$ cat src/common/cpuDefs.sv
package cpuDefs;

	// Instruction word
	localparam int INSTR_W = 16;
	typedef logic [INSTR_W-1:0] instrWord;

	// Field widths
	localparam int GROUP_W  = 4;
	localparam int FLAGS_W  = 2;
	localparam int MODE_W   = 2;
	localparam int REGA_W   = 3;
	localparam int ARG_W    = 4;
	localparam int OFFSET_W = FLAGS_W + ARG_W;

	typedef logic [GROUP_W-1:0]  groupT;
	typedef logic [FLAGS_W-1:0]  flagT;
	typedef logic [MODE_W-1:0]   modeT;
	typedef logic [REGA_W-1:0]   regFieldT;
	typedef logic [ARG_W-1:0]    argT;
	// Six-bit offset is {flags, arg}
	typedef logic [OFFSET_W-1:0] offsetT;

	// Field positions inside the instruction word
	localparam int GROUP_MSB = 15;
	localparam int GROUP_LSB = 12;
	localparam int FLAGS_MSB = 11;
	localparam int FLAGS_LSB = 10;
	localparam int LDS_BIT   = 9;
	localparam int MODE_MSB  = 8;
	localparam int MODE_LSB  = 7;
	localparam int REGA_MSB  = 6;
	localparam int REGA_LSB  = 4;
	localparam int ARG_MSB   = 3;
	localparam int ARG_LSB   = 0;

	// Group code of the load/store slice
	localparam groupT GROUP_LOAD_STORE = 4'h5;

	// Load or store select
	localparam logic LDS_LD = 1'b0;
	localparam logic LDS_ST = 1'b1;

	// Pointer adjust flags, register-indirect mode only
	localparam flagT LDSF_NONE     = 2'b00;
	localparam flagT LDSF_PRE_DEC  = 2'b01;
	localparam flagT LDSF_POST_INC = 2'b10;

	// Addressing modes
	localparam modeT MODE_REG_MEM      = 2'b00;
	localparam modeT MODE_REG_FRAME    = 2'b01;
	localparam modeT MODE_REG_STACK    = 2'b10;
	localparam modeT MODE_REG_RETSTACK = 2'b11;

	// Sequencer phases
	typedef enum logic [1:0] {
		FETCH,
		DECODE,
		EXECUTE,
		COMMIT
	} phaseT;

	// ALU operation
	typedef logic [3:0] aluOpT;
	localparam aluOpT ALU_OPX_NOP = 4'h0;
	localparam aluOpT ALU_OPX_MOV = 4'h1;
	localparam aluOpT ALU_OPX_ADD = 4'h2;
	localparam aluOpT ALU_OPX_SUB = 4'h3;

	// ALU A source and constant
	typedef logic [1:0] aluASrcT;
	localparam aluASrcT ALUA_SRCX_REG_A       = 2'h0;
	localparam aluASrcT ALUA_SRCX_INCREMENTER = 2'h1;

	typedef logic [1:0] aluAConstT;
	localparam aluAConstT ALUA_CONSTX_ZERO      = 2'h0;
	localparam aluAConstT ALUA_CONSTX_TWO       = 2'h1;
	localparam aluAConstT ALUA_CONSTX_MINUS_TWO = 2'h2;

	// ALU B source
	typedef logic [2:0] aluBSrcT;
	localparam aluBSrcT ALUB_SRCX_REG_B    = 3'h0;
	localparam aluBSrcT ALUB_SRCX_ARG_U6_0 = 3'h1;

	// Register file port A data and address
	typedef logic [1:0] regADinT;
	localparam regADinT REGA_DINX_NONE    = 2'h0;
	localparam regADinT REGA_DINX_ALUA_PP = 2'h1;

	typedef logic [2:0] regAAddrT;
	localparam regAAddrT REGA_ADDRX_ARGA = 3'h0;
	localparam regAAddrT REGA_ADDRX_RFP  = 3'h1;
	localparam regAAddrT REGA_ADDRX_RSP  = 3'h2;
	localparam regAAddrT REGA_ADDRX_RRS  = 3'h3;

	// Register file port B address
	typedef logic [1:0] regBAddrT;
	localparam regBAddrT REGB_ADDRX_ARGB = 2'h0;

	// Bus sources
	typedef logic [1:0] dataBusT;
	localparam dataBusT DATA_BUSX_NONE  = 2'h0;
	localparam dataBusT DATA_BUSX_REG_A = 2'h1;

	typedef logic [1:0] addrBusT;
	localparam addrBusT ADDR_BUSX_PC       = 2'h0;
	localparam addrBusT ADDR_BUSX_ALUA_DIN = 2'h1;
	localparam addrBusT ADDR_BUSX_ALU_R    = 2'h2;

endpackage

$ cat src/logic/instructionPhaseDecoder.sv
`timescale 1ns/100ps

module instructionPhaseDecoder
	import cpuDefs::*;
(
	input  logic CLK,
	input  logic rst,
	output logic fetch,
	output logic decode,
	output logic execute,
	output logic commit
);

	phaseT phase;
	// Low until the first edge after reset
	logic running;

	// Parked on COMMIT so the first step lands on FETCH
	always_ff @(posedge CLK) begin
		if (rst) begin
			phase   <= COMMIT;
			running <= 1'b0;
		end else begin
			running <= 1'b1;
			case (phase)
				FETCH:   phase <= DECODE;
				DECODE:  phase <= EXECUTE;
				EXECUTE: phase <= COMMIT;
				default: phase <= FETCH;
			endcase
		end
	end

	assign fetch   = running && (phase == FETCH);
	assign decode  = running && (phase == DECODE);
	assign execute = running && (phase == EXECUTE);
	assign commit  = running && (phase == COMMIT);

	// One phase level at a time once out of reset
	phaseOneHot: assert property (
		@(posedge CLK) disable iff (rst)
		!$past(rst) |-> $onehot({fetch, decode, execute, commit})
	) else $error("phase levels not one-hot");

endmodule

$ cat src/decoder/loadStoreGroupDecoder.sv
`timescale 1ns/100ps

module loadStoreGroupDecoder
	import cpuDefs::*;
(
	input  logic      CLK,
	input  logic      rst,
	input  instrWord  instr,
	input  logic      fetch,
	input  logic      execute,
	input  logic      commit,
	output groupT     group,
	output logic      regAEn,
	output logic      regBEn,
	output logic      regAWen,
	output logic      regBWen,
	output aluOpT     aluOp,
	output logic      aluLd,
	output aluAConstT aluAConst,
	output aluASrcT   aluASrc,
	output aluBSrcT   aluBSrc,
	output regADinT   regADin,
	output regAAddrT  regAAddr,
	output regBAddrT  regBAddr,
	output dataBusT   dataBus,
	output logic      dataBusOen,
	output addrBusT   addrBus
);

	instrWord  instrReg;
	flagT      flags;
	modeT      mode;
	logic      store;
	logic      regMem;
	// Register-indirect with a pointer adjust
	logic      adjust;
	aluASrcT   ptrSrc;
	aluAConstT ptrConst;

	// Word captured on the edge that closes FETCH
	always_ff @(posedge CLK) begin
		if (rst) begin
			instrReg <= '0;
		end else if (fetch) begin
			instrReg <= instr;
		end
	end

	assign group  = instrReg[GROUP_MSB:GROUP_LSB];
	assign flags  = instrReg[FLAGS_MSB:FLAGS_LSB];
	assign mode   = instrReg[MODE_MSB:MODE_LSB];
	assign store  = (instrReg[LDS_BIT] == LDS_ST);
	assign regMem = (mode == MODE_REG_MEM);
	assign adjust = regMem && ((flags == LDSF_PRE_DEC) || (flags == LDSF_POST_INC));

	// Pre-decrement addresses through the incrementer, else the raw pointer
	always_comb begin
		if (flags == LDSF_PRE_DEC) begin
			ptrSrc   = ALUA_SRCX_INCREMENTER;
			ptrConst = ALUA_CONSTX_MINUS_TWO;
		end else begin
			ptrSrc   = ALUA_SRCX_REG_A;
			ptrConst = ALUA_CONSTX_TWO;
		end
	end

	always_comb begin
		regAEn     = 1'b0;
		regBEn     = 1'b0;
		regAWen    = 1'b0;
		regBWen    = 1'b0;
		aluOp      = ALU_OPX_NOP;
		aluLd      = 1'b0;
		aluAConst  = ALUA_CONSTX_ZERO;
		aluASrc    = ALUA_SRCX_REG_A;
		aluBSrc    = ALUB_SRCX_REG_B;
		regADin    = REGA_DINX_NONE;
		regAAddr   = REGA_ADDRX_ARGA;
		regBAddr   = REGB_ADDRX_ARGB;
		dataBus    = DATA_BUSX_NONE;
		dataBusOen = 1'b0;
		addrBus    = ADDR_BUSX_PC;

		if (execute) begin
			regAEn     = 1'b1;
			regBEn     = store;
			regADin    = REGA_DINX_ALUA_PP;
			dataBusOen = store;
			if (store) begin
				dataBus = DATA_BUSX_REG_A;
			end

			if (regMem) begin
				aluOp     = ALU_OPX_MOV;
				aluASrc   = ptrSrc;
				aluAConst = ptrConst;
				aluBSrc   = ALUB_SRCX_REG_B;
				addrBus   = ADDR_BUSX_ALUA_DIN;
			end else begin
				// Pointer plus or minus the six-bit offset
				aluASrc   = ALUA_SRCX_REG_A;
				aluAConst = ALUA_CONSTX_TWO;
				aluBSrc   = ALUB_SRCX_ARG_U6_0;
				addrBus   = ADDR_BUSX_ALU_R;
				aluLd     = 1'b1;
				aluOp     = (mode == MODE_REG_FRAME) ? ALU_OPX_SUB : ALU_OPX_ADD;
				case (mode)
					MODE_REG_FRAME: regAAddr = REGA_ADDRX_RFP;
					MODE_REG_STACK: regAAddr = REGA_ADDRX_RSP;
					default:        regAAddr = REGA_ADDRX_RRS;
				endcase
			end
		end else if (commit) begin
			// Load data lands in register B
			regBEn  = !store;
			regBWen = !store;
			regAEn  = adjust;
			regAWen = adjust;
			// Adjusted pointer written back through the incrementer
			if (adjust) begin
				regADin   = REGA_DINX_ALUA_PP;
				aluASrc   = ptrSrc;
				aluAConst = ptrConst;
			end
		end
	end

	regAWenNeedsEn: assert property (
		@(posedge CLK) disable iff (rst)
		$rose(regAWen) |-> regAEn
	) else $error("regAWen rose without regAEn");

endmodule

$ cat src/decoder/controlMultiplexer.sv
`timescale 1ns/100ps

module controlMultiplexer
	import cpuDefs::*;
(
	input  groupT     group,
	input  logic      lsRegAEn,
	input  logic      lsRegBEn,
	input  logic      lsRegAWen,
	input  logic      lsRegBWen,
	input  aluOpT     lsAluOp,
	input  logic      lsAluLd,
	input  aluAConstT lsAluAConst,
	input  aluASrcT   lsAluASrc,
	input  aluBSrcT   lsAluBSrc,
	input  regADinT   lsRegADin,
	input  regAAddrT  lsRegAAddr,
	input  regBAddrT  lsRegBAddr,
	input  dataBusT   lsDataBus,
	input  logic      lsDataBusOen,
	input  addrBusT   lsAddrBus,
	output logic      regAEn,
	output logic      regBEn,
	output logic      regAWen,
	output logic      regBWen,
	output aluOpT     aluOp,
	output logic      aluLd,
	output aluAConstT aluAConst,
	output aluASrcT   aluASrc,
	output aluBSrcT   aluBSrc,
	output regADinT   regADin,
	output regAAddrT  regAAddr,
	output regBAddrT  regBAddr,
	output dataBusT   dataBus,
	output logic      dataBusOen,
	output addrBusT   addrBus
);

	always_comb begin
		if (group == GROUP_LOAD_STORE) begin
			regAEn     = lsRegAEn;
			regBEn     = lsRegBEn;
			regAWen    = lsRegAWen;
			regBWen    = lsRegBWen;
			aluOp      = lsAluOp;
			aluLd      = lsAluLd;
			aluAConst  = lsAluAConst;
			aluASrc    = lsAluASrc;
			aluBSrc    = lsAluBSrc;
			regADin    = lsRegADin;
			regAAddr   = lsRegAAddr;
			regBAddr   = lsRegBAddr;
			dataBus    = lsDataBus;
			dataBusOen = lsDataBusOen;
			addrBus    = lsAddrBus;
		end else begin
			// Other groups leave the register file and buses alone
			regAEn     = 1'b0;
			regBEn     = 1'b0;
			regAWen    = 1'b0;
			regBWen    = 1'b0;
			aluOp      = ALU_OPX_NOP;
			aluLd      = 1'b0;
			aluAConst  = ALUA_CONSTX_ZERO;
			aluASrc    = ALUA_SRCX_REG_A;
			aluBSrc    = ALUB_SRCX_REG_B;
			regADin    = REGA_DINX_NONE;
			regAAddr   = REGA_ADDRX_ARGA;
			regBAddr   = REGB_ADDRX_ARGB;
			dataBus    = DATA_BUSX_NONE;
			dataBusOen = 1'b0;
			addrBus    = ADDR_BUSX_PC;
		end
	end

	// Store drives the bus in execute, load writes B in commit
	always_comb begin
		busVsWrite: assert final (!(dataBusOen && regBWen))
			else $error("dataBusOen high with regBWen");
	end

endmodule

$ cat src/logic/loadStoreControlUnit.sv
`timescale 1ns/100ps

module loadStoreControlUnit
	import cpuDefs::*;
(
	input  logic      CLK,
	input  logic      rst,
	input  instrWord  instr,
	output logic      fetch,
	output logic      decode,
	output logic      execute,
	output logic      commit,
	output logic      regAEn,
	output logic      regBEn,
	output logic      regAWen,
	output logic      regBWen,
	output aluOpT     aluOp,
	output logic      aluLd,
	output aluAConstT aluAConst,
	output aluASrcT   aluASrc,
	output aluBSrcT   aluBSrc,
	output regADinT   regADin,
	output regAAddrT  regAAddr,
	output regBAddrT  regBAddr,
	output dataBusT   dataBus,
	output logic      dataBusOen,
	output addrBusT   addrBus
);

	// Raw decoder controls ahead of the group select
	groupT     group;
	logic      lsRegAEn;
	logic      lsRegBEn;
	logic      lsRegAWen;
	logic      lsRegBWen;
	aluOpT     lsAluOp;
	logic      lsAluLd;
	aluAConstT lsAluAConst;
	aluASrcT   lsAluASrc;
	aluBSrcT   lsAluBSrc;
	regADinT   lsRegADin;
	regAAddrT  lsRegAAddr;
	regBAddrT  lsRegBAddr;
	dataBusT   lsDataBus;
	logic      lsDataBusOen;
	addrBusT   lsAddrBus;

	instructionPhaseDecoder u_instructionPhaseDecoder (
		.CLK(CLK), .rst(rst),
		.fetch(fetch), .decode(decode), .execute(execute), .commit(commit)
	);

	loadStoreGroupDecoder u_loadStoreGroupDecoder (
		.CLK(CLK), .rst(rst), .instr(instr),
		.fetch(fetch), .execute(execute), .commit(commit),
		.group(group),
		.regAEn(lsRegAEn), .regBEn(lsRegBEn), .regAWen(lsRegAWen), .regBWen(lsRegBWen),
		.aluOp(lsAluOp), .aluLd(lsAluLd), .aluAConst(lsAluAConst),
		.aluASrc(lsAluASrc), .aluBSrc(lsAluBSrc),
		.regADin(lsRegADin), .regAAddr(lsRegAAddr), .regBAddr(lsRegBAddr),
		.dataBus(lsDataBus), .dataBusOen(lsDataBusOen), .addrBus(lsAddrBus)
	);

	controlMultiplexer u_controlMultiplexer (
		.group(group),
		.lsRegAEn(lsRegAEn), .lsRegBEn(lsRegBEn),
		.lsRegAWen(lsRegAWen), .lsRegBWen(lsRegBWen),
		.lsAluOp(lsAluOp), .lsAluLd(lsAluLd), .lsAluAConst(lsAluAConst),
		.lsAluASrc(lsAluASrc), .lsAluBSrc(lsAluBSrc),
		.lsRegADin(lsRegADin), .lsRegAAddr(lsRegAAddr), .lsRegBAddr(lsRegBAddr),
		.lsDataBus(lsDataBus), .lsDataBusOen(lsDataBusOen), .lsAddrBus(lsAddrBus),
		.regAEn(regAEn), .regBEn(regBEn), .regAWen(regAWen), .regBWen(regBWen),
		.aluOp(aluOp), .aluLd(aluLd), .aluAConst(aluAConst),
		.aluASrc(aluASrc), .aluBSrc(aluBSrc),
		.regADin(regADin), .regAAddr(regAAddr), .regBAddr(regBAddr),
		.dataBus(dataBus), .dataBusOen(dataBusOen), .addrBus(addrBus)
	);

endmodule

$ cat config.mk
export PLATFORM = sky130hd
export DESIGN_NAME = loadStoreControlUnit
export DESIGN_NICKNAME = d
export VERILOG_FILES = /design/src/common/cpuDefs.sv /design/src/logic/instructionPhaseDecoder.sv /design/src/decoder/loadStoreGroupDecoder.sv /design/src/decoder/controlMultiplexer.sv /design/src/logic/loadStoreControlUnit.sv
export SDC_FILE = /design/constraint.sdc
export NUM_CORES = 1
export LEC_CHECK = 0
export BUFFER_PORTS_ARGS = -buffer_cell sky130_fd_sc_hd__buf_2
export CORE_UTILIZATION = 41
export DETAILED_ROUTE_END_ITERATION = 12
export GPL_TIMING_DRIVEN = 0
export PLACE_DENSITY = 0.83
export SYNTH_ARGS = -nofsm -noshare
export SYNTH_HDL_FRONTEND = slang
export SYNTH_SLANG_ARGS = --single-unit
$ cat constraint.sdc
create_clock -name CLK -period 1.65 [get_ports CLK]
set_input_delay 0.0825 -clock CLK [delete_from_list [all_inputs] [get_ports CLK]]
set_output_delay 0.0825 -clock CLK [all_outputs]
set_load 0.05 [all_outputs]
-- Yosys cells after proc, flatten, opt, wreduce, memory -nomap -nowiden
Index checks and enable logic that the tools add are counted.
- equal/unequal tests: 8
- mux-type cells: 50
- reduce and logical (&&, ||, !) cells: 9
- operators with widths (kind ; count):
    2-to-1 mux 2 bit ; 17
    2-to-1 mux 1 bit ; 23
    2-to-1 mux 3 bit ; 5
    2-to-1 mux 4 bit ; 3
    equality test 2 bit (second input constant) ; 4
    equality test 2 x 1 -> 1 bit (second input constant) ; 3
    case mux 2 bit (3 select lines) ; 1
    logical AND 1 bit ; 5
    equality test 4 x 3 -> 1 bit (second input constant) ; 1
    zero test 2 bit ; 2
    case mux 2 bit (2 select lines) ; 1
    zero test 1 bit ; 1
    logical OR 1 bit ; 1
- register bits after elaboration: 19
- input bits: 18
- output and inout bits: 32
- word-level logic and storage cells: 70

-- Logic depth before layout (Yosys ltp)
Gate-level depths: netlist of the first run.
- word-level depth: 7
- gate-level depth with buffers: 6

-- Cells and area by module
A second synthesis of the first run with hierarchy kept.
- cells, all modules: 116
- area total of the unflattened synthesis: 1007.2 sq um
- modules (own cells, without submodules) (module ; instances ; cells an instance ; area an instance (sq um)):
    loadStoreGroupDecoder ; 1 ; 68 ; 613.1
    controlMultiplexer ; 1 ; 32 ; 234.0
    instructionPhaseDecoder ; 1 ; 16 ; 160.2

-- Worst setup path after synthesis of the first run
No wires, ideal clock.
- path kind: register to output
- start point: register u_instructionPhaseDecoder.phase[0]
- end point: output regAWen
- arrival time: 2.578 ns
- setup slack: -1.011 ns
- stages on the path, launching flop included: 6
- path buffers: 0
- cells stage by stage: dfxtp_1 inv_1 ha_1 nand2_1 inv_1 nor4_1
- elaborated cells on any way between the ends: 7
- those cells by class: 2 x eq/ne; 3 x mux; 2 x reduce/logical
- RTL lines (what ; line ; text):
    start, declared ; instructionPhaseDecoder.sv:14 ; phaseT phase;
    start signal, assigned ; instructionPhaseDecoder.sv:21 ; phase <= COMMIT;
    start signal, assigned ; instructionPhaseDecoder.sv:26 ; FETCH: phase <= DECODE;
    start signal, assigned ; instructionPhaseDecoder.sv:27 ; DECODE: phase <= EXECUTE;
    equality test 2 bit ; instructionPhaseDecoder.sv:36 ; assign execute = running && (phase == EXECUTE);
    logical AND 1 bit ; instructionPhaseDecoder.sv:36 ;
    net execute ; loadStoreControlUnit.sv:11 ; output logic execute,
    2-to-1 mux 1 bit ; loadStoreGroupDecoder.sv:84 ; if (execute) begin
    2-to-1 mux 1 bit ; controlMultiplexer.sv:40 ; if (group == GROUP_LOAD_STORE) begin
    end, declared ; loadStoreControlUnit.sv:15 ; output logic regAWen,
The timed path passes the listed nets, and every way through them passes these cells.

-- Worst setup path in the final report of the first run
- start point: register u_instructionPhaseDecoder.phase[1]
- end point: output regADin[0]
- longest elaborated chain between the ends: 5
- elaborated cells on any way between the ends: 7
- those cells by class: 2 x eq/ne; 3 x mux; 2 x reduce/logical
- ends and longest elaborated chain (what ; line ; text):
    equality test 2 bit ; instructionPhaseDecoder.sv:37 ; assign commit = running && (phase == COMMIT);
    logical AND 1 bit ; instructionPhaseDecoder.sv:37 ;
    2-to-1 mux 2 bit ; loadStoreGroupDecoder.sv:113 ; end else if (commit) begin
    2-to-1 mux 2 bit (*) ; loadStoreGroupDecoder.sv:84 ;
    2-to-1 mux 2 bit (*) ; controlMultiplexer.sv:40 ;
    end, declared ; loadStoreControlUnit.sv:22 ; output regADinT regADin,
Mark *: on every way between the ends. The rest lies on a longest branch, timed or not.

==> flow_summary.yaml, run 1 <==
drt:
  finalWirelength_mm: 1.87
  remaining_drc_errors: 0
  drt_pre_antenna_iters: 3
  drtIter0Drc: 6
  num_vias: 772
  route.antenna.remaining_nets: 0
  via_per_inst: 4.39
  routedWlPerCell_um: 10.6
timing:
  setup_total_negative_slack_ns: -0.690
  finalCritPeriodShare: 1.11
  setup_viol: 8
  fin_worst_skew_ns: 0.000238
  max_freq_mhz: 546
  grt_setup_unrepaired: "true"
  finalHoldViolations: 0
  layout_setup_ws_ns: -0.180
  slew_violations: 0
  fin_worst_hold_slack_ns: 0.0149
  fin_crit_ns: 1.83
die:
  chipHeight_um: 45.1
  die_width_um: 45.1
  die_area_um2: 2040
  design.core.area_um2: 1730
  placementRows: 15
  i_o_pin_count: 50
  initial_core_util: 0.442
setup_path:
  timing.reg2reg.worst_path_depth: 7
  cp_cell_sequence: "ha_4 > nand2_4 > or4_4 > a21oi_4 > buf_6 > buf_8"
  slowest_delay_ns: 0.49
  path_delay_family: "simple AND/OR/NAND/NOR gates"
  cp-start-kind: "flip-flop"
  setup.worst_path.end_class: "output port"
  setup.worst_path.class: "reg2out"
  cp.buffers_inverters: 2
  crit-reg2reg-capture: "u_loadStoreGroupDecoder.instrReg[15]"
  cp_max_fo: 2
  timing.critical_path.arrival_ns: 1.75
  crit_required_ns: 1.57
  timing.reg2reg.setup_slack_ns: 0.32
  critPathSlowestCell: "or4_4"
  worst_r2r_startpoint: "u_instructionPhaseDecoder.phase[1]"
power_and_ir_drop:
  maximum_resistive_drop_on_vdd_mv: 0.632
  switching_share: 0.362
  p_seq_frac: 0.384
  cellLeakagePower_nw: 0.622
  power_w: 0.000895
  power.internal_w: 0.000572
  clkPwrFrac: 0.254
  combinational_cell_fraction_of_total_power: 0.362
  power_spent_charging_and_discharging_nets_w: 0.000324
  power.density_nw_per_um2: 689
synthesis:
  synth.area.top_cells: "dfxtp_1 (31%), buf_4 (16%), nand2_1 (11%)"
  post-synth-top-area-fraction: 0.315
  synthesis.yosys.warnings: 0
  synth_top_area_cell: "dfxtp_1"
  yosys.cell_types.count: 24
  synth-seq-cells: 12
  synthesis.area_per_instance_um2: 7.48
  seq_area_frac_synth: 0.315
  synth_cells: 102
  synth_area_um2: 763
hold_path:
  holdCritPathClass: "in2reg"
  critical_hold_path_startpoint: "rst"
  worstHoldPathCells: 2
  holdPathEnd: "u_instructionPhaseDecoder.phase[0]"
final_layout:
  final_layout_size_suffix_gt1_frac: 0.589
  antenna_cells_inserted: 0
  multiInputGateArea_um2: 548
  layout.nets: 175
  area_delta_synth_final_pct: 70.3
  n_fill_cell: 135
  ff_latch_area_um2: 251
grt:
  grt_pass1_wl_mm: 2.83
  initial_antenna_violation_count: 0
  global_route.overflow_total: 0
  globalRouteTotalUtil: 0.193
  grt_pass1_vias: 661
  grt_start_max_net_pins: 11
clocking:
  cts_root_buf: "clkbuf_4"
  tritoncts: "built"
  clk_pin_slew_worst_paths_ns: 0.07
  tritoncts.num_buffers: 3
  clk_path_buf_depth: 2
  cts-hold-fix-buffers: 0
  clock_sink_count: 12
  worstSkewPairLatency_ns: 0.27
  cts.htree.levels: 1
status:
  failed_checks: "setup timing"
  run_status: "finished with violations"
placement:
  place_congestion: 0.788
  port-buffer-count: 32
  dp.final_hpwl_mm: 1.24
job:
  maxCapViolations: 0
-- per-stage QoR --
stage          cells  cell area, um2  utilization  setup WS [ns]
2_1_floorplan    111             903            -         -0.215
6_report         176            1300        0.753         -0.180
3_3_place_gp     168            1090        0.634        -0.0363
5_1_grt          176            1300        0.753         -0.242
3_5_place_dp     168            1090        0.634        -0.0692
4_1_cts          174            1230        0.714         -0.193
-- cells in the final DEF (no fill, tap or decap), types with 4 or more instances in the layout --
cell / n
conb_1: 10
buf_2: 14
clkbuf_4: 4
buf_4: 28
nand2_1: 22
dfxtp_1: 7
buf_6: 7
a21oi_1: 10
inv_1: 4
-- state kept, by name, summed over array words and instances, names as in the netlist --
signal / count
u_loadStoreGroupDecoder.instrReg: 9
u_instructionPhaseDecoder.running: 1
u_instructionPhaseDecoder.phase: 2
-- worst max path at each step --
stage,cells past startpoint,endpoint,slack [ns],start
after detailed placement,6,regADin[0],-0.07,u_instructionPhaseDecoder.phase[1]
after CTS,6,regADin[0],-0.19,u_instructionPhaseDecoder.phase[1]
after floorplan,5,regAWen,-0.22,u_instructionPhaseDecoder.phase[0]
after global placement,6,regADin[0],-0.04,u_instructionPhaseDecoder.phase[1]
final,6,regADin[0],-0.18,u_instructionPhaseDecoder.phase[1]
after global routing,6,regADin[0],-0.24,u_instructionPhaseDecoder.phase[1]
-- Yosys cell counts (all sizes together) --
cell type	count
nand2	25
buf	16
dfxtp	12
a21oi	11
inv	7
ha	5
nor2	5
and2	4
nor3	3
nor4	2
and4bb	1
clkbuf	1
clkinv	1
conb	1
mux2	1
nand3	1
nand4bb	1
nor2b	1
o21ai	1
or2	1
or3	1
or4	1
-- cells by family (layout without fill, tap and decap cells) --
logic type,Yosys count,count (layout),synth area share
AOI/OAI and AO/OA,12,12,0.0787
adders and majority gates,5,5,0.0820
buffers and inverters,25,65,0.202
DFF,12,12,0.315
muxes,1,1,0.0148
other,1,10,0.00491
and+or+nand+nor,46,46,0.303
-- routing by layer --
metal / vias to the layer above / wire, um / GRT usage
met4: 0 / 21 / 0.0727
met1: 331 / 768 / 0.208
li1: 406 / - / -
met2: 33 / 968 / 0.377
met5: - / 0 / 0
met3: 2 / 109 / 0.0240
-- what timing repair did --
| action | in CTS | in global routing |
|---|---|---|
| hold endpoints to repair | 0 | 0 |
| gates resized for setup | 30 | 18 |
| gates cloned | 0 | 0 |
| setup buffers | 2 | 3 |
| endpoints found under the setup margin | 18 | 20 |
| pin swaps | 1 | 1 |
-- power by group through the flow --
stage / registers, W / logic, W / clock network, W
2_1_floorplan: 0.000335 / 0.000223 / 0
4_1_cts: 0.000340 / 0.000290 / 0.000238
5_1_grt: 0.000347 / 0.000350 / 0.000255
6_report: 0.000343 / 0.000324 / 0.000227
3_3_place_gp: 0.000337 / 0.000260 / 0
3_5_place_dp: 0.000340 / 0.000264 / 0
-- layout make-up --
cell class                      instances  share of cell area
Tap cell                               25              0.0241
Timing Repair Buffer                   36               0.207
Inverter                                8              0.0250
Multi-Input combinational cell         74               0.422
Sequential cell                        12               0.193
Clock buffer                            4              0.0279
Buffer                                 17               0.101
(Power assumes the default switching activity.)
==> run 2, diff against run 1 <==
--- a/config.mk
+++ b/config.mk
@@ -5,8 +5,9 @@
 export SDC_FILE = /design/constraint.sdc
 export NUM_CORES = 1
 export LEC_CHECK = 0
+export ABC_AREA = 1
 export BUFFER_PORTS_ARGS = -buffer_cell sky130_fd_sc_hd__buf_2
-export CORE_UTILIZATION = 41
+export CORE_UTILIZATION = 40
 export DETAILED_ROUTE_END_ITERATION = 12
 export GPL_TIMING_DRIVEN = 0
 export PLACE_DENSITY = 0.83
==> flow_summary.yaml, run 2 <==
status:
  run_status: "finished with violations"
  failed_checks: "setup timing"
final_layout:
  n_fill_cell: 136
  finish.cell_count_without_fillers: 178
  layout.cells.most_common_list: "buf_4 (26), buf_2 (18), nor2_1 (15)"
  antenna_cells_inserted: 0
  final_layout_size_suffix_gt1_frac: 0.582
  final_common_cell: "buf_4"
  largest_register_ffs: 9
  regMostFlops: "u_loadStoreGroupDecoder.instrReg"
  largest_registers_in_the_final_layout: "u_loadStoreGroupDecoder.instrReg x9, u_instructionPhaseDecoder.phase x2, u_instructionPhaseDecoder.running x1"
  area_delta_synth_final_pct: 75.4
  layout.nets: 177
drt:
  route.antenna.remaining_nets: 0
  remaining_drc_errors: 0
  num_vias: 772
  routedWlPerCell_um: 10.5
  finalWirelength_mm: 1.88
  via_per_inst: 4.34
  drtIter0Drc: 13
  drt_pre_antenna_iters: 6
synthesis:
  synthAdderAreaFrac: 0.0855
  yosys.cell_types.count: 17
  synth_cells: 103
  post-synth-top-area-fraction: 0.328
  synthXorXnorAreaFrac: 0
  synth_area_um2: 732
  synthArstFlopShare: 0
  post_synth_simple_gate_area: 0.215
  synth.area.mux_share: 0
  synth-seq-cells: 12
  seq_area_frac_synth: 0.328
  synthesis.area_per_instance_um2: 7.11
  main_combinational_cell_family_by_area_after_synthesis: "buffers and inverters"
  synthesis.yosys.warnings: 0
  synth_enable_flop_cells: 0
  synth.area.top_cells: "dfxtp_1 (33%), buf_4 (17%), nor2_1 (9.7%)"
  synthMostInstantiatedCell: "nor2_1"
  synth_ff_type: "dfxtp_1"
  synthTopCellsByCount: "nor2_1 (19), buf_4 (17), inv_1 (14), dfxtp_1 (12)"
  synth_compound_area_frac: 0.108
  synth_top_area_cell: "dfxtp_1"
placement:
  numPlacedInstances: 169
  port-buffer-count: 32
  dp.final_hpwl_mm: 1.19
  place_congestion: 0.744
timing:
  finalHoldViolations: 0
  layout_setup_ws_ns: -0.0214
  setup_viol: 1
  finalCritPeriodShare: 1.01
  fin_worst_skew_ns: 0.00313
  slew_violations: 0
  fin_crit_ns: 1.67
  grt_setup_unrepaired: "true"
  max_freq_mhz: 598
power_and_ir_drop:
  cellLeakagePower_nw: 0.651
  power_w: 0.000890
  maximum_resistive_drop_on_vdd_mv: 0.577
  power.density_nw_per_um2: 693
die:
  die_width_um: 44.8
  die_area_um2: 2000
  i_o_pin_count: 50
  chipHeight_um: 44.8
  initial_core_util: 0.424
  placementRows: 15
  design.core.area_um2: 1730
hold_path:
  holdCritPathClass: "in2reg"
  worstHoldPathCells: 2
grt:
  grt_pass1_vias: 697
  grt_start_max_net_pins: 11
  globalRouteTotalUtil: 0.196
  initial_antenna_violation_count: 0
  global_route.overflow_total: 0
  grt_pass1_wl_mm: 2.87
setup_path:
  setup.worst_path.end_class: "output port"
  setup.worst_path.class: "reg2out"
  cp-start-kind: "flip-flop"
  timing.reg2reg.worst_path_depth: 6
  crit_required_ns: 1.57
  cp-startpoint: "u_instructionPhaseDecoder.phase[1]"
  timing.reg2reg.setup_slack_ns: 0.36
  cp_max_fo: 3
  cp-endpoint: "regADin[0]"
  timing.critical_path.arrival_ns: 1.59
  worst_r2r_startpoint: "u_instructionPhaseDecoder.phase[1]"
  crit-reg2reg-capture: "u_loadStoreGroupDecoder.instrReg[12]"
clocking:
  tritoncts: "built"
  clk_path_buf_depth: 2
  cts.htree.levels: 1
  tritoncts.num_buffers: 3
  cts_root_buf: "clkbuf_4"
  clk_pin_slew_worst_paths_ns: 0.07
  worstSkewPairLatency_ns: 0.26
  cts-hold-fix-buffers: 0
  clock_sink_count: 12
job:
  maxCapViolations: 0
## run 2: cell type report
class                   instances  area [um2]  share of cell area
flip-flops and latches         12         249               0.194
multi-input cells              67         472               0.367
plain buffers                  18         140               0.109
inverters                      15        66.3              0.0517
well taps                      25        31.3              0.0244
repair buffers                 37         289               0.225
clock buffers                   4        36.3              0.0283
## run 2: how the worst min path moves through the flow
stage               from                                 end  slack (ns)
floorplan            rst  u_instructionPhaseDecoder.phase[1]        0.19
global placement     rst  u_instructionPhaseDecoder.phase[1]        0.29
detailed placement   rst  u_instructionPhaseDecoder.phase[1]        0.29
CTS                  rst  u_instructionPhaseDecoder.phase[1]        0.02
global route         rst  u_instructionPhaseDecoder.phase[1]        0.02
finish               rst  u_instructionPhaseDecoder.phase[1]        0.02
## run 2: what timing repair did
item                       4_1_cts  5_1_grt
setup endpoints to repair       13       19
resized for setup               32       20
buffers inserted                 4        1
pin swaps                        2        6
## run 2: critical path, cell delays in order, from the launching register on
cell and delay (ns):
dfxtp_4 0.37, ha_4 0.16, nand2_4 0.06, clkinvlp_4 0.11, nand3_2 0.09, nand2_2 0.07, nand2_4 0.09, clkinvlp_4 0.12
buf_8 0.13, buf_8 0.14
## run 2: kinds of logic after synthesis
logic type      count (synthesis)
simple gates                   37
fa+ha+maj                       5
buf+inv                        33
other cells                     1
flops                          12
compound gates                 15
## run 2: stage by stage
stage / util / TNS (ns) / hold WS (ns) / area (um2) / worst slack [ns]
6_report: 0.743 / -0.0214 / 0.0231 / 1280 / -0.0214
5_1_grt: 0.743 / -0.368 / 0.0221 / 1280 / -0.0778
4_1_cts: 0.691 / 0 / 0.0164 / 1190 / 0.000613
3_5_place_dp: 0.592 / 0 / 0.292 / 1020 / 0.0382
3_3_place_gp: 0.592 / 0 / 0.286 / 1020 / 0.0875
2_1_floorplan: - / -0.725 / 0.189 / 831 / -0.172
## run 2: where the power goes
group / switching (W) / internal [W]
combinational: 0.000205 / 0.000106
clock: 0.0000875 / 0.000134
sequential: 0.0000350 / 0.000322
## run 2: layer usage
layer  track usage  share of wire  vias to the layer above
met4         0.115          0.028                        0
li1              -              -                      394
met1         0.193           0.37                      341
met3        0.0240          0.061                        4
met2         0.385           0.54                       33
met5             0              0                        -
==> run 3, diff against run 2 <==
--- a/config.mk
+++ b/config.mk
@@ -7,7 +7,9 @@
 export LEC_CHECK = 0
 export ABC_AREA = 1
 export BUFFER_PORTS_ARGS = -buffer_cell sky130_fd_sc_hd__buf_2
+export CORE_MARGIN = 4
 export CORE_UTILIZATION = 40
+export CTS_CLUSTER_DIAMETER = 150
 export DETAILED_ROUTE_END_ITERATION = 12
 export GPL_TIMING_DRIVEN = 0
 export PLACE_DENSITY = 0.83
==> flow_summary.yaml, run 3 (same netlist as run 2, synthesis figures left out) <==
final_layout:
  regMostFlops: "u_loadStoreGroupDecoder.instrReg"
  final_layout_size_suffix_gt1_frac: 0.543
  largest_register_ffs: 9
  final_common_cell: "buf_4"
  largest_registers_in_the_final_layout: "u_loadStoreGroupDecoder.instrReg x9, u_instructionPhaseDecoder.phase x2, u_instructionPhaseDecoder.running x1"
  final_area_um2: 1260
  n_fill_cell: 147
  antenna_cells_inserted: 0
  layout.cells.most_common_list: "buf_4 (21), nor2_1 (15), buf_2 (15)"
  layout.nets: 176
  area_delta_synth_final_pct: 72.0
timing:
  finalCritPeriodShare: 1.01
  fin_worst_hold_slack_ns: 0.0115
  fin_crit_ns: 1.67
  setup_total_negative_slack_ns: -0.0313
  layout_setup_ws_ns: -0.0217
  fin_worst_skew_ns: 0.00548
  finalHoldViolations: 0
  setup_viol: 2
  grt_setup_unrepaired: "true"
  slew_violations: 0
  max_freq_mhz: 598
clocking:
  tritoncts.num_buffers: 3
  tritoncts: "built"
  clock_sink_count: 12
  cts_root_buf: "clkbuf_4"
  clk_path_buf_depth: 2
  worstSkewPairLatency_ns: 0.27
  cts.htree.levels: 1
  clk_pin_slew_worst_paths_ns: 0.07
  cts-hold-fix-buffers: 0
hold_path:
  holdCritPathClass: "in2reg"
  critical_hold_path_startpoint: "rst"
drt:
  drt_pre_antenna_iters: 3
  finalWirelength_mm: 1.96
  via_per_inst: 4.24
  num_vias: 747
  routedWlPerCell_um: 11.1
  remaining_drc_errors: 0
  route.antenna.remaining_nets: 0
  drtIter0Drc: 1
grt:
  grt_pass1_vias: 714
  grt_pass1_wl_mm: 2.88
  grt_start_max_net_pins: 11
  top_usage_layer_grt: "met2"
  initial_antenna_violation_count: 0
  globalRouteTotalUtil: 0.150
  met1_usage: 0.147
  grt_use_met3: 0.0208
  global_route.overflow_total: 0
  groute.layer.met2.usage: 0.296
placement:
  dp.final_hpwl_mm: 1.29
  place_congestion: 0.728
  port-buffer-count: 32
  dpl_cell_area_um2: 1020
setup_path:
  critPathSlowestCell: "dfxtp_4"
  cp-start-kind: "flip-flop"
  crit_top_cell: "inv_4"
  cp_cell_sequence: "inv_4 > ha_4 > nand2_4 > inv_4 > o21ai_4 > nand2_2 > nor2_4 > buf_6 > buf_8"
  timing.reg2reg.setup_slack_ns: 0.39
  cp_max_fo: 5
  cp-startpoint: "u_instructionPhaseDecoder.phase[0]"
  setup.worst_path.class: "reg2out"
  slowest_delay_ns: 0.38
  setup.worst_path.end_class: "output port"
  crit_required_ns: 1.57
  timing.critical_path.arrival_ns: 1.59
  worst_r2r_startpoint: "u_instructionPhaseDecoder.phase[1]"
power_and_ir_drop:
  power.density_nw_per_um2: 667
  power_w: 0.000839
  maximum_resistive_drop_on_vdd_mv: 0.494
  cellLeakagePower_nw: 0.636
die:
  die_width_um: 50.8
  placementRows: 15
  i_o_pin_count: 50
  die_area_um2: 2580
  design.core.area_um2: 1730
  initial_core_util: 0.424
  chipHeight_um: 50.8
job:
  maxCapViolations: 0
status:
  run_status: "finished with violations"
  failed_checks: "setup timing"
run 3: cell types whose count changed in the layout (fill, tap and decap cells not counted), sizes merged:
cell / before / now
buf: 54 / 50
clkbuf: 5 / 7
run 3: power by group:
group / total, W / internal (W) / switching (W)
registers: 0.000357 / 0.000322 / 0.0000348
clock network: 0.000175 / 0.0000845 / 0.0000903
logic: 0.000308 / 0.000108 / 0.000199
total: 0.000839 / 0.000515 / 0.000325
run 3: path summary, 6_finish.rpt:
check	depth (start not counted)	endpoint
worst min-delay path	2	u_instructionPhaseDecoder.phase[1]
worst max-delay path	9	aluASrc[0]
worst min register to register	2	u_loadStoreGroupDecoder.instrReg[11]
worst max register to register	6	u_loadStoreGroupDecoder.instrReg[13]
run 3: routing by layer:
metal,part of all wire,wire length [um],up-vias
met3,0.062,121,4
met1,0.34,667,324
met4,0.013,26,0
met5,0,0,-
li1,-,-,388
met2,0.58,1150,31
run 3: what timing repair did:
action	CTS	global route
resized for setup	31	25
pin swaps	4	6
setup endpoints to repair	16	17
setup buffers	4	0
run 3: area by class of cell:
cell class	count	area, um2	area share
multi-input cells	67	449	0.357
repair buffers	36	292	0.232
flip-flops and latches	12	248	0.197
plain buffers	18	148	0.117
inverters	15	68.8	0.0547
well taps	25	31.3	0.0249
clock buffers	3	22.5	0.0179
run 3: through the flow:
stage | setup slack [ns] | utilization | cells
after floorplan | -0.172 | - | 112
after global placement | 0.0808 | 0.592 | 169
after detailed placement | 0.0327 | 0.592 | 169
after CTS | -0.0264 | 0.680 | 176
after global routing | -0.126 | 0.729 | 176
final | -0.0217 | 0.729 | 176
run 3: worst max-delay path: cells and delay by family, from the launching register on:
family | cells | cell delay, ns
adders and majority gates | 1 | 0.16
and+or+nand+nor | 3 | 0.34
DFF | 1 | 0.38
AOI/OAI and AO/OA | 1 | 0.08
buffers and inverters | 4 | 0.35
